==> src/dds_pkg.sv <==
`default_nettype none

package dds_pkg;

    //////////////////////////////////////////////////////////////////////
    // widths
    //////////////////////////////////////////////////////////////////////

    // phase accumulator, f_out = freq_word * f_clk / 2^32
    localparam int phase_width     = 32;
    // output sample, unsigned, midscale 128
    localparam int sample_width    = 8;
    // quarter-wave table index, 64 entries
    localparam int lut_index_width = 6;

    //////////////////////////////////////////////////////////////////////
    // wave select, one-hot
    //////////////////////////////////////////////////////////////////////

    typedef logic [3:0] wave_sel_t;

    localparam wave_sel_t wave_sine     = 4'b0001;
    localparam wave_sel_t wave_square   = 4'b0010;
    localparam wave_sel_t wave_triangle = 4'b0100;
    localparam wave_sel_t wave_saw      = 4'b1000;
    // anything else gives silence

    //////////////////////////////////////////////////////////////////////
    // phase word, two decodes of the same accumulator value
    //////////////////////////////////////////////////////////////////////

    // plain address view for square, saw and triangle
    typedef struct packed {
        logic [sample_width-1:0]             addr;
        logic [phase_width-sample_width-1:0] rest;
    } phase_addr_t;

    // quadrant plus table index for the sine fold
    typedef struct packed {
        logic [1:0]                             quadrant;
        logic [lut_index_width-1:0]             index;
        logic [phase_width-lut_index_width-3:0] rest;
    } phase_fold_t;

    typedef union packed {
        phase_addr_t addr_v;
        phase_fold_t fold_v;
    } phase_word_u;

endpackage

`default_nettype wire

==> src/phase_accum.sv <==
`timescale 1ns/100ps
`default_nettype none

// wrap-around adder register of the DDS
// output frequency is freq_word * f_clk / 2^PHASE_WIDTH
module phase_accum
    import dds_pkg::*;
#(
    parameter int PHASE_WIDTH = phase_width
)
(
    input  logic                   sys_clk,
    input  logic                   rst,
    input  logic [PHASE_WIDTH-1:0] freq_word,
    output phase_word_u            phase
);

    //////////////////////////////////////////////////////////////////////
    // accumulator
    //////////////////////////////////////////////////////////////////////

    // running phase, modulo 2^PHASE_WIDTH
    logic [PHASE_WIDTH-1:0] acc;

    // freq_word taken on the same edge it is sampled
    // so a step change never breaks phase continuity
    always_ff @(posedge sys_clk)
    begin
        if (rst)
        begin
            acc <= '0;
        end
        else
        begin
            // carry out of the top bit simply drops, that is the wrap
            acc <= acc + freq_word;
        end
    end

    // same bits, seen through the union for the downstream decoders
    assign phase = phase_word_u'(acc);

endmodule

`default_nettype wire

==> src/sine_lut.sv <==
`timescale 1ns/100ps
`default_nettype none

// quarter-wave sine table, folded out to a full period
// one cycle from quadrant/index to sine_sample
module sine_lut
    import dds_pkg::*;
(
    input  logic                       sys_clk,
    input  logic                       rst,
    input  logic [1:0]                 quadrant,
    input  logic [lut_index_width-1:0] index,
    output logic [sample_width-1:0]    sine_sample
);

    // midscale pair, upper half starts at 128, lower half mirrors from 127
    localparam logic [sample_width-1:0] mid_up = 8'd128;
    localparam logic [sample_width-1:0] mid_dn = 8'd127;

    logic [lut_index_width-1:0] quarter_addr;
    logic [sample_width-2:0]    quarter_val;

    //////////////////////////////////////////////////////////////////////
    // symmetry fold
    //////////////////////////////////////////////////////////////////////

    // odd quadrants run the table backwards, 63-k is the bitwise inverse
    assign quarter_addr = quadrant[0] ? ~index : index;

    //////////////////////////////////////////////////////////////////////
    // quarter table, q(k) = round(127.5 * sin(2*pi*(k+0.5)/256))
    //////////////////////////////////////////////////////////////////////

    always_comb
    begin
        case (quarter_addr)
            // rising edge near zero, steepest part
            6'd0:  quarter_val = 7'd2;
            6'd1:  quarter_val = 7'd5;
            6'd2:  quarter_val = 7'd8;
            6'd3:  quarter_val = 7'd11;
            6'd4:  quarter_val = 7'd14;
            6'd5:  quarter_val = 7'd17;
            6'd6:  quarter_val = 7'd20;
            6'd7:  quarter_val = 7'd23;
            6'd8:  quarter_val = 7'd26;
            6'd9:  quarter_val = 7'd29;
            6'd10: quarter_val = 7'd32;
            6'd11: quarter_val = 7'd36;
            6'd12: quarter_val = 7'd39;
            6'd13: quarter_val = 7'd41;
            6'd14: quarter_val = 7'd44;
            6'd15: quarter_val = 7'd47;
            // second sixteenth
            6'd16: quarter_val = 7'd50;
            6'd17: quarter_val = 7'd53;
            6'd18: quarter_val = 7'd56;
            6'd19: quarter_val = 7'd59;
            6'd20: quarter_val = 7'd61;
            6'd21: quarter_val = 7'd64;
            6'd22: quarter_val = 7'd67;
            6'd23: quarter_val = 7'd70;
            6'd24: quarter_val = 7'd72;
            6'd25: quarter_val = 7'd75;
            6'd26: quarter_val = 7'd77;
            6'd27: quarter_val = 7'd80;
            6'd28: quarter_val = 7'd82;
            6'd29: quarter_val = 7'd84;
            6'd30: quarter_val = 7'd87;
            6'd31: quarter_val = 7'd89;
            // past 45 degrees, slope easing off
            6'd32: quarter_val = 7'd91;
            6'd33: quarter_val = 7'd93;
            6'd34: quarter_val = 7'd96;
            6'd35: quarter_val = 7'd98;
            6'd36: quarter_val = 7'd100;
            6'd37: quarter_val = 7'd101;
            6'd38: quarter_val = 7'd103;
            6'd39: quarter_val = 7'd105;
            6'd40: quarter_val = 7'd107;
            6'd41: quarter_val = 7'd109;
            6'd42: quarter_val = 7'd110;
            6'd43: quarter_val = 7'd112;
            6'd44: quarter_val = 7'd113;
            6'd45: quarter_val = 7'd115;
            6'd46: quarter_val = 7'd116;
            6'd47: quarter_val = 7'd117;
            // flat top, several repeats near the crest
            6'd48: quarter_val = 7'd118;
            6'd49: quarter_val = 7'd120;
            6'd50: quarter_val = 7'd121;
            6'd51: quarter_val = 7'd122;
            6'd52: quarter_val = 7'd122;
            6'd53: quarter_val = 7'd123;
            6'd54: quarter_val = 7'd124;
            6'd55: quarter_val = 7'd125;
            6'd56: quarter_val = 7'd125;
            6'd57: quarter_val = 7'd126;
            6'd58: quarter_val = 7'd126;
            6'd59: quarter_val = 7'd127;
            6'd60: quarter_val = 7'd127;
            6'd61: quarter_val = 7'd127;
            6'd62: quarter_val = 7'd127;
            6'd63: quarter_val = 7'd127;
        endcase
    end

    //////////////////////////////////////////////////////////////////////
    // output register
    //////////////////////////////////////////////////////////////////////

    // quadrants 0,1 sit above midscale, 2,3 are the mirrored half
    always_ff @(posedge sys_clk)
    begin
        if (rst)
        begin
            sine_sample <= '0;
        end
        else if (quadrant[1])
        begin
            // 127 - q never underflows, q tops out at 127
            sine_sample <= mid_dn - {1'b0, quarter_val};
        end
        else
        begin
            // 128 + q tops out at 255
            sine_sample <= mid_up + {1'b0, quarter_val};
        end
    end

endmodule

`default_nettype wire

==> src/wave_shaper.sv <==
`timescale 1ns/100ps
`default_nettype none

// phase word to output sample, two register stages
// stage 1: sine table plus square, triangle, saw and select delay
// stage 2: one-hot select into data_out
module wave_shaper
    import dds_pkg::*;
(
    input  logic                    sys_clk,
    input  logic                    rst,
    input  phase_word_u             phase,
    input  wave_sel_t               wave_select,
    output logic [sample_width-1:0] data_out
);

    // top bit of the address view picks the half period
    logic                    half;
    // the 8 bits below the top one, triangle ramp before folding
    logic [sample_width-1:0] tri_bits;

    // stage 1 registers
    logic [sample_width-1:0] sine_sample;
    logic [sample_width-1:0] square_q;
    logic [sample_width-1:0] tri_q;
    logic [sample_width-1:0] saw_q;
    wave_sel_t               sel_q;

    //////////////////////////////////////////////////////////////////////
    // decode
    //////////////////////////////////////////////////////////////////////

    assign half     = phase.addr_v.addr[sample_width-1];
    // 9 top bits in all, spills one bit into the remainder field
    assign tri_bits = {phase.addr_v.addr[sample_width-2:0],
                       phase.addr_v.rest[phase_width-sample_width-1]};

    //////////////////////////////////////////////////////////////////////
    // stage 1
    //////////////////////////////////////////////////////////////////////

    // sine through the fold view, registered inside the table
    sine_lut sine_lut_i
    (
        .sys_clk     (sys_clk),
        .rst         (rst),
        .quadrant    (phase.fold_v.quadrant),
        .index       (phase.fold_v.index),
        .sine_sample (sine_sample)
    );

    // the other three are plain bit picks, registered to match the table
    always_ff @(posedge sys_clk)
    begin
        if (rst)
        begin
            square_q <= '0;
            tri_q    <= '0;
            saw_q    <= '0;
            sel_q    <= '0;
        end
        else
        begin
            square_q <= {sample_width{half}};
            // ramp up on the first half, inverted ramp down on the second
            tri_q    <= half ? ~tri_bits : tri_bits;
            saw_q    <= phase.addr_v.addr;
            sel_q    <= wave_select;
        end
    end

    //////////////////////////////////////////////////////////////////////
    // stage 2
    //////////////////////////////////////////////////////////////////////

    always_ff @(posedge sys_clk)
    begin
        if (rst)
        begin
            data_out <= '0;
        end
        else
        begin
            case (sel_q)
                wave_sine:     data_out <= sine_sample;
                wave_square:   data_out <= square_q;
                wave_triangle: data_out <= tri_q;
                wave_saw:      data_out <= saw_q;
                // zero or several bits set, hold silence
                default:       data_out <= '0;
            endcase
        end
    end

endmodule

`default_nettype wire

==> src/dds.sv <==
`timescale 1ns/100ps
`default_nettype none

// DDS signal generator, top level
// phase accumulator followed by the wave shaper
// phase register to data_out is two cycles
module dds
    import dds_pkg::*;
#(
    parameter int PHASE_WIDTH = phase_width
)
(
    // system clock
    input  logic                    sys_clk,
    // synchronous, active high
    input  logic                    rst,
    // one-hot wave code, sampled every edge
    input  logic [3:0]              wave_select,
    // phase step, sampled every edge
    input  logic [PHASE_WIDTH-1:0]  freq_word,
    // registered sample, unsigned
    output logic [sample_width-1:0] data_out
);

    //////////////////////////////////////////////////////////////////////
    // internal nets
    //////////////////////////////////////////////////////////////////////

    // accumulator output, decoded two ways downstream
    phase_word_u phase;

    //////////////////////////////////////////////////////////////////////
    // accumulator
    //////////////////////////////////////////////////////////////////////

    phase_accum #(
        .PHASE_WIDTH (PHASE_WIDTH)
    ) phase_accum_i
    (
        .sys_clk   (sys_clk),
        .rst       (rst),
        .freq_word (freq_word),
        .phase     (phase)
    );

    //////////////////////////////////////////////////////////////////////
    // waveforms and output select
    //////////////////////////////////////////////////////////////////////

    wave_shaper wave_shaper_i
    (
        .sys_clk     (sys_clk),
        .rst         (rst),
        .phase       (phase),
        .wave_select (wave_select),
        .data_out    (data_out)
    );

endmodule

`default_nettype wire

==> config.mk <==
export PLATFORM = sky130hd
export DESIGN_NAME = dds
export DESIGN_NICKNAME = d
export VERILOG_FILES = /design/src/dds_pkg.sv /design/src/phase_accum.sv /design/src/sine_lut.sv /design/src/wave_shaper.sv /design/src/dds.sv
export SDC_FILE = /design/constraint.sdc
export NUM_CORES = 1
export LEC_CHECK = 0
export ABC_AREA = 1
export ABC_CLOCK_PERIOD_IN_PS = 2360
export BUFFER_PORTS_ARGS = -buffer_cell sky130_fd_sc_hd__buf_2
export CAP_MARGIN = 20
export CORE_ASPECT_RATIO = 1.5
export CORE_UTILIZATION = 50
export CTS_CLUSTER_DIAMETER = 40
export DETAILED_ROUTE_END_ITERATION = 8
export PLACE_DENSITY = 0.69
export SLEW_MARGIN = 20
export SYNTH_ARGS = -nofsm -noshare
export SYNTH_HDL_FRONTEND = slang
export SYNTH_SLANG_ARGS = --single-unit
==> constraint.sdc <==
create_clock -name sys_clk -period 2.36 [get_ports sys_clk]
set_input_delay 0.236 -clock sys_clk [delete_from_list [all_inputs] [get_ports sys_clk]]
set_output_delay 0.236 -clock sys_clk [all_outputs]
set_load 0.02 [all_outputs]
==> summary.md, run 1 <==
| Metric | Value |
|---|---|
| Final wirelength | `13000 um` |
| Starting Density | `51.9%` |
| Slew Limit Fails | `0` |
| Bufs on Longest Clock Path | `2` |
| ANT cells | `0` |
| Hold_buf cts | `0` |
| Synthesized net count | `around 860` |
| Max cap viols | `0` |
| DIE AREA | `0.0101 mm^2` |
| DPL Wire Length | `10300 um` |
| Cells taking the most area after synthesis | `dfxtp_1 (28%), nand2_1 (18%), ha_1 (9.5%)` |
| Worst-path clk slew | `roughly 0.060 ns` |
| Mapped Cells | `787` |
| Post-synth ARST share | `0%` |
| Core ar. | `approximately 0.0094 mm^2` |
| Top cell type's share of synthesized area | `28.0%` |
| Fillers | `between 900 and 1000` |
| Chip width | `between 80 and 90 um` |
| Status | `completed` |
| Final hold violations | `0` |
| Placed insts | `932` |
| Post-synthesis sequential area ratio | `between 20% and 30%` |
| Critical Path Sink Type | `flop` |
| Pwr Density | `1400 mW/mm^2` |
| Post-synth top cells | `nand2_1 (232), nor2_1 (109), inv_1 (105)` |
| Area grow syn2layout | `13.1%` |
| CTS root buffer | `clkbuf_16` |
| WP data arrival | `2.35 ns` |
| H-tree depth | `3` |
| # DRC | `0` |
| Fin cells | `948` |
| Rows | `43` |
| WP data required | `2.59 ns` |
| M1 WL | `slightly below 5000 um` |
| Overall routing resource usage | `28.3%` |
| Detailed Routing Iterations Pass 1 | `5` |
| Crit Path Class | `reg2reg` |
| TritonCTS buffer count | `9` |
| Ys flop type | `dfxtp_1` |
| Final worst path period share | `about 90%` |
| Post-synthesis register bit count | `68` |
| EDFF count, synth | `0` |
| TritonCTS clock tree | `yes` |
| Global-route wire length before repair | `21400 um` |
| Post-CTS setup buffers | `0` |
| Worst setup SP type | `flop` |
| Final-report setup violation count | `0` |
| Clock skew | `0.0111 ns` |
| Largest net degree at the start of global routing | `45` |
| Period minus WS final | `2.12 ns` |
| # resized after CTS | `0` |
| Placer Congestion | `0.968` |
| Vias per cell | `5.25` |
| Post-DRT Antenna Nets | `0` |
| Antenna violations before repair | `0` |
| Max Fclk | `around 470 MHz` |
| Avg Cell Area, Syn | `6.17 um^2` |
| Most common cell in the netlist | `nand2_1` |
| Via count | `4981` |
| Fin util | `58.7%` |
| Number of global-route vias before repair | `between 4000 and 5000` |
| Syn. warnings | `0` |
| CTS Sinks | `68` |
| CP Max Fanout | `10` |
| Worst-skew pair later-pin latency | `approximately 0.33 ns` |
| Layout cells sized above 1 | `slightly above 10%` |
| Least-Margin Pin Slew | `about 0.71 ns` |
| Met2 WL | `7090 um` |
| Initial DRC count | `224` |
| Routed met3 length | `373 um` |
| Height of the die | `around 120 um` |
| Mapped Area | `0.00485 mm^2` |
| Drt wl/cell | `13.7 um` |
| Fin nets | `~900` |
| Synth area leader | `dfxtp_1` |
| Leak pwr | `2.92 nW` |
| Final hold slack | `0.109 ns` |
| RSZ-0062 raised after global routing | `false` |
| Hold Path Class | `in2reg` |
| Cell variety after synth | `33` |
| IO buf count | `45` |
| Max layer used | `met4` |
| GRT overflow | `0` |
| Slew headroom | `between 50% and 60%` |
| Io pins | `between 40 and 50` |
| Setup_tns | `0 ns` |
| VDD IR max | `0.846 mV` |
cells by family (layout without fill, tap and decap cells):
kind of cell,count (synthesis),after routing,share of synthesized area (%)
and+or+nand+nor,430,430,36.8
xor gates and xnor gates,5,5,1.21
buffers and inverters,124,173,10.3
AOI/OAI and AO/OA,122,122,13.7
adders and majority gates,38,38,9.95
DFF,68,68,28.0
cells in the final DEF, fill, tap and decap left out, drive strengths merged:
cell type  count
xor2           1
nor2         111
clkinv         3
nand3         64
fa             1
nand2        246
nor3           4
nor4           2
nand3b         1
clkbuf        10
a21oi         63
o21ai         40
o21bai         5
ha            37
and2           1
a211oi         1
a21boi         1
inv          110
o21a           2
nor3b          1
buf           48
bufinv         2
xnor2          4
dfxtp         68
a311oi         8
o22ai          2
critical path, cell delays in order (launching register included):
cell and delay [ns]:
dfxtp_1 0.57, inv_8 0.09, nand2_1 0.08, nand2_1 0.15, ha_1 0.39, inv_1 0.10
nand2_2 0.07, nand3_1 0.11, nand2_1 0.06, nand2_1 0.06, nand3_1 0.09, a21oi_1 0.16
nor2_1 0.07
layer usage:
| metal | vias up | GRT usage [%] |
|---|---|---|
| met3 | 47 | 4.31 |
| met5 | - | 0 |
| met4 | 0 | 16.6 |
| met1 | 2209 | 27.6 |
| met2 | 123 | 53.7 |
| li1 | 2602 | - |
power by group:
group,leakage [nW],switching [mW],internal [mW]
combinational,2.19,2.96,1.48
clock,0.163,0.534,0.963
sequential,0.565,0.257,1.52
state kept, by name (all words and copies together), names as in the netlist:
register	count
wave_shaper_i.sine_lut_i.sine_sample	8
wave_shaper_i.saw_q	8
wave_shaper_i.sel_q	4
wave_shaper_i.data_out	8
phase_accum_i.phase	32
wave_shaper_i.tri_q	8
area by class of cell:
type / instances / area (um^2) / area share [%]
multi-input cells: 595 / 2990 / 54.5
flip-flops and latches: 68 / 1360 / 24.8
inverters: 109 / 417 / 7.59
repair buffers: 48 / 248 / 4.51
clock buffers: 10 / 239 / 4.35
well taps: 112 / 140 / 2.55
clock inverters: 6 / 95.1 / 1.73
per-stage QoR:
| stage | setup slack, ns | cell area, um^2 | power [mW] |
|---|---|---|---|
| after floorplan | 0.555 | 4850 | 5.20 |
| after global placement | 0.329 | 5160 | 6.10 |
| after detailed placement | 0.276 | 5160 | 6.17 |
| after CTS | 0.257 | 5490 | 7.71 |
| after global routing | 0.0163 | 5490 | 8.41 |
| final | 0.240 | 5490 | 7.71 |
final timing paths:
check                                                     startpoint                                                 end  slack (ns)  depth (start not counted)
setup reg to reg                  phase_accum_i.phase[30]$_SDFF_PP0_  wave_shaper_i.sine_lut_i.sine_sample[0]$_SDFF_PP0_        0.24                         12
hold / removal                                        wave_select[2]                   wave_shaper_i.sel_q[2]$_SDFF_PP0_        0.11                          3
hold reg to reg   wave_shaper_i.sine_lut_i.sine_sample[3]$_SDFF_PP0_                wave_shaper_i.data_out[3]$_SDFF_PP0_        0.48                          2
setup / recovery                  phase_accum_i.phase[30]$_SDFF_PP0_  wave_shaper_i.sine_lut_i.sine_sample[0]$_SDFF_PP0_        0.24                         12
Note: power is estimated with default switching activity, not from simulation.
==> run 2, diff against run 1 <==
--- a/config.mk
+++ b/config.mk
@@ -11,8 +11,10 @@
 export CAP_MARGIN = 20
 export CORE_ASPECT_RATIO = 1.5
 export CORE_UTILIZATION = 50
+export CTS_BUF_LIST = sky130_fd_sc_hd__clkbuf_2 sky130_fd_sc_hd__clkbuf_4 sky130_fd_sc_hd__clkbuf_8
 export CTS_CLUSTER_DIAMETER = 40
 export DETAILED_ROUTE_END_ITERATION = 8
+export MAX_ROUTING_LAYER = met4
 export PLACE_DENSITY = 0.69
 export SLEW_MARGIN = 20
 export SYNTH_ARGS = -nofsm -noshare
==> run 2 against run 1 <==
Compared with the run above:
- sequential power about the same
- clock skew increased by 0.0057 ns
- critical path depth unchanged
- non-clock buffer count up 1
- final area fell by 2.2%
- register-to-register slack barely moved
- routed wire length shrank 2.5%
- sequential share of layout area up 0.57 points
- sequential cell count did not move
==> summary.md, run 2 (synthesis results as in run 1) <==
| Metric | Value |
|---|---|
| Chip width | `82.5 um (unchanged)` |
| Height of the die | `123 um (unchanged)` |
| Number of global-route vias before repair | `4614 (-2.1%)` |
| Crit Path Class | `reg2reg` |
| Commonest non-fill, non-tap cell in the layout | `nand2_1` |
| Core ar. | `0.00936 mm^2 (unchanged)` |
| Hold Path Class | `in2reg` |
| Post-DRT Antenna Nets | `0 (unchanged)` |
| Leak pwr | `2.86 nW (-2.1%)` |
| Comb power frac | `61.2% (+3.6 points)` |
| Max cap viols | `0 (unchanged)` |
| Final wirelength | `12700 um (-2.5%)` |
| Fin nets | `908 (+0.11%)` |
| Critical Path Sink Type | `flop` |
| Pwr Density | `1340 mW/mm^2 (-4.4%)` |
| Status | `completed` |
| CTS Sinks | `68 (unchanged)` |
| Worst-path clk slew | `0.10 ns (+0.04 ns)` |
| Worst path max stage delay | `0.60 ns (+0.03 ns)` |
| Area grow syn2layout | `10.6%` |
| Vias per cell | `5.21 (-0.83%)` |
| # DRC | `0 (unchanged)` |
| IO buf count | `45 (unchanged)` |
| Clock skew | `0.0167 ns (+0.00566 ns)` |
| Initial DRC count | `240 (+7.1%)` |
| Post-route cell area | `0.00537 mm^2 (-2.2%)` |
| Slew Limit Fails | `0 (unchanged)` |
| Reg2reg setup slack | `0.25 ns (about the same)` |
| CP Cell Sequence | `inv_8 -> nand2_1 -> nand2_1 -> ha_1 -> inv_1 -> nand2_2 -> nand3_1 -> nand2_1 -> nand2_1 -> nand3_1 -> a21oi_1 -> nor2_1` |
| Setup_tns | `0 ns (unchanged)` |
| GRT overflow | `0 (unchanged)` |
| Reg-to-Reg End | `wave_shaper_i.sine_lut_i.sine_sample[0]$_SDFF_PP0_` |
| CTS root buffer | `clkbuf_8` |
| Register share of total power | `24.6% (+1.6 points)` |
| WP data required | `2.62 ns (+0.03 ns)` |
| CP max-delay cell | `dfxtp_1` |
| WP data arrival | `2.38 ns (+0.03 ns)` |
| Drt wl/cell | `13.4 um (-2.6%)` |
| Final hold violations | `0 (unchanged)` |
| Reg-to-Reg Start | `phase_accum_i.phase[30]$_SDFF_PP0_` |
| Reg2reg path depth | `12 (unchanged)` |
| RSZ-0062 raised after global routing | `false` |
| Hold_buf cts | `0 (unchanged)` |
| Worst setup SP type | `flop` |
| Cell Area, Placed | `0.00516 mm^2 (+0.15%)` |
| Antenna violations before repair | `0 (unchanged)` |
| Bufs on Longest Clock Path | `2 (unchanged)` |
| Power share of the clock group | `14.3% (-5.1 points)` |
| Largest net degree at the start of global routing | `45 (unchanged)` |
| Crit path launch | `phase_accum_i.phase[30]$_SDFF_PP0_` |
| Worst-skew pair later-pin latency | `0.36 ns (+0.03 ns)` |
| Max reg flops | `32 (unchanged)` |
| Period minus WS final | `2.11 ns (-0.00867 ns)` |
| Max Fclk | `474 MHz (+0.41%)` |
| Io pins | `46 (unchanged)` |
| Starting Density | `51.9% (unchanged)` |
| Layout cells sized above 1 | `10.4% (+0.11 points)` |
| DIE AREA | `0.0101 mm^2 (unchanged)` |
| Rows | `43 (unchanged)` |
| Detailed Routing Iterations Pass 1 | `5 (unchanged)` |
| Final worst path period share | `89.5% (-0.37 points)` |
| Via count | `4945 (-0.72%)` |
| CP Max Fanout | `10 (unchanged)` |
| Switching Share | `51.4% (+2.8 points)` |
| Post-CTS setup buffers | `0 (unchanged)` |
| # resized after CTS | `0 (unchanged)` |
| TritonCTS clock tree | `yes` |
| ANT cells | `0 (unchanged)` |
| Least-Margin Pin Slew | `0.681 ns (-0.0342 ns)` |
| DPL Wire Length | `10000 um (-2.6%)` |
| TritonCTS buffer count | `9 (unchanged)` |
| H-tree depth | `3 (unchanged)` |
| Fin util | `57.4% (-1.3 points)` |
| Final-report setup violation count | `0 (unchanged)` |
| End point of the critical path | `wave_shaper_i.sine_lut_i.sine_sample[0]$_SDFF_PP0_` |
| Slew headroom | `54.6% (+2.3 points)` |
| Placer Congestion | `0.991 (+2.3%)` |
| Most frequent cells in the layout | `nand2_1 (232), nor2_1 (109), inv_1 (105), dfxtp_1 (68), nand3_1 (64)` |
| Most used cell, CP | `nand2_1` |
| VDD IR max | `0.693 mV (-18%)` |
| Overall routing resource usage | `28.6% (+0.30 points)` |
| Int Pwr | `3.50 mW (-12%)` |
| Switching power | `3.71 mW (-1.1%)` |
| Global-route wire length before repair | `21100 um (-1.8%)` |
==> run 2: cell count changes in the layout (fill, tap and decap cells not counted), sizes merged <==
cell	delta
clkinv	-3
inv	+3
clkinvlp	+2
buf	+1
bufinv	-1
clkbuf	-1
==> run 2: how the worst min path moves through the flow <==
stage / from / to / depth (start not counted)
finish: wave_select[1] / wave_shaper_i.sel_q[1]$_SDFF_PP0_ / 3
global route: wave_select[3] / wave_shaper_i.sel_q[3]$_SDFF_PP0_ / 3
CTS: wave_select[1] / wave_shaper_i.sel_q[1]$_SDFF_PP0_ / 3
detailed placement: wave_select[3] / wave_shaper_i.sel_q[3]$_SDFF_PP0_ / 3
global placement: wave_select[0] / wave_shaper_i.sel_q[0]$_SDFF_PP0_ / 3
floorplan: wave_select[0] / wave_shaper_i.sel_q[0]$_SDFF_PP0_ / 2
==> run 2: critical path: cells and delay by family (launching register included) <==
family	cells	cell delay [ns]
AND/OR/NAND/NOR	8	0.66
flip-flops	1	0.60
adder cells (fa/ha/maj)	1	0.39
buffers and inverters	2	0.19
AO/OA/AOI/OAI	1	0.17
==> run 2: cell type report <==
class	instances	area (um^2)
Clock buffer	9	124
Clock inverter	7	80.1
Fill cell	989	3990
Inverter	109	417
Multi-Input combinational cell	595	2990
Sequential cell	68	1360
Tap cell	112	140
Timing Repair Buffer	49	255
==> run 2: stage by stage <==
step	hold slack (ns)	cells	power, mW	setup slack [ns]
finish	0.0700	949	7.21	0.249
CTS	0.0627	949	7.20	0.246
global placement	0.434	933	6.11	0.326
floorplan	0.343	787	5.20	0.555
global route	0.0609	949	7.91	0.0569
detailed placement	0.448	933	6.15	0.257
==> run 2: power by group through the flow <==
stage	Clock, mW	Combinational [mW]	Sequential [mW]
6_report	1.03	4.41	1.77
2_1_floorplan	0	3.52	1.68
5_1_grt	1.10	4.99	1.81
3_3_place_gp	0	4.32	1.79
3_5_place_dp	0	4.35	1.80
4_1_cts	1.05	4.37	1.77
==> run 2: layer usage <==
layer  part of all wire [%]  track usage, %  vias to the layer above
li1                       -               -                     2608
met1                     38            28.0                     2165
met2                     54            51.1                      120
met3                    3.1            5.28                       52
met4                    5.3            16.4                        0
met5                      0               -                        -
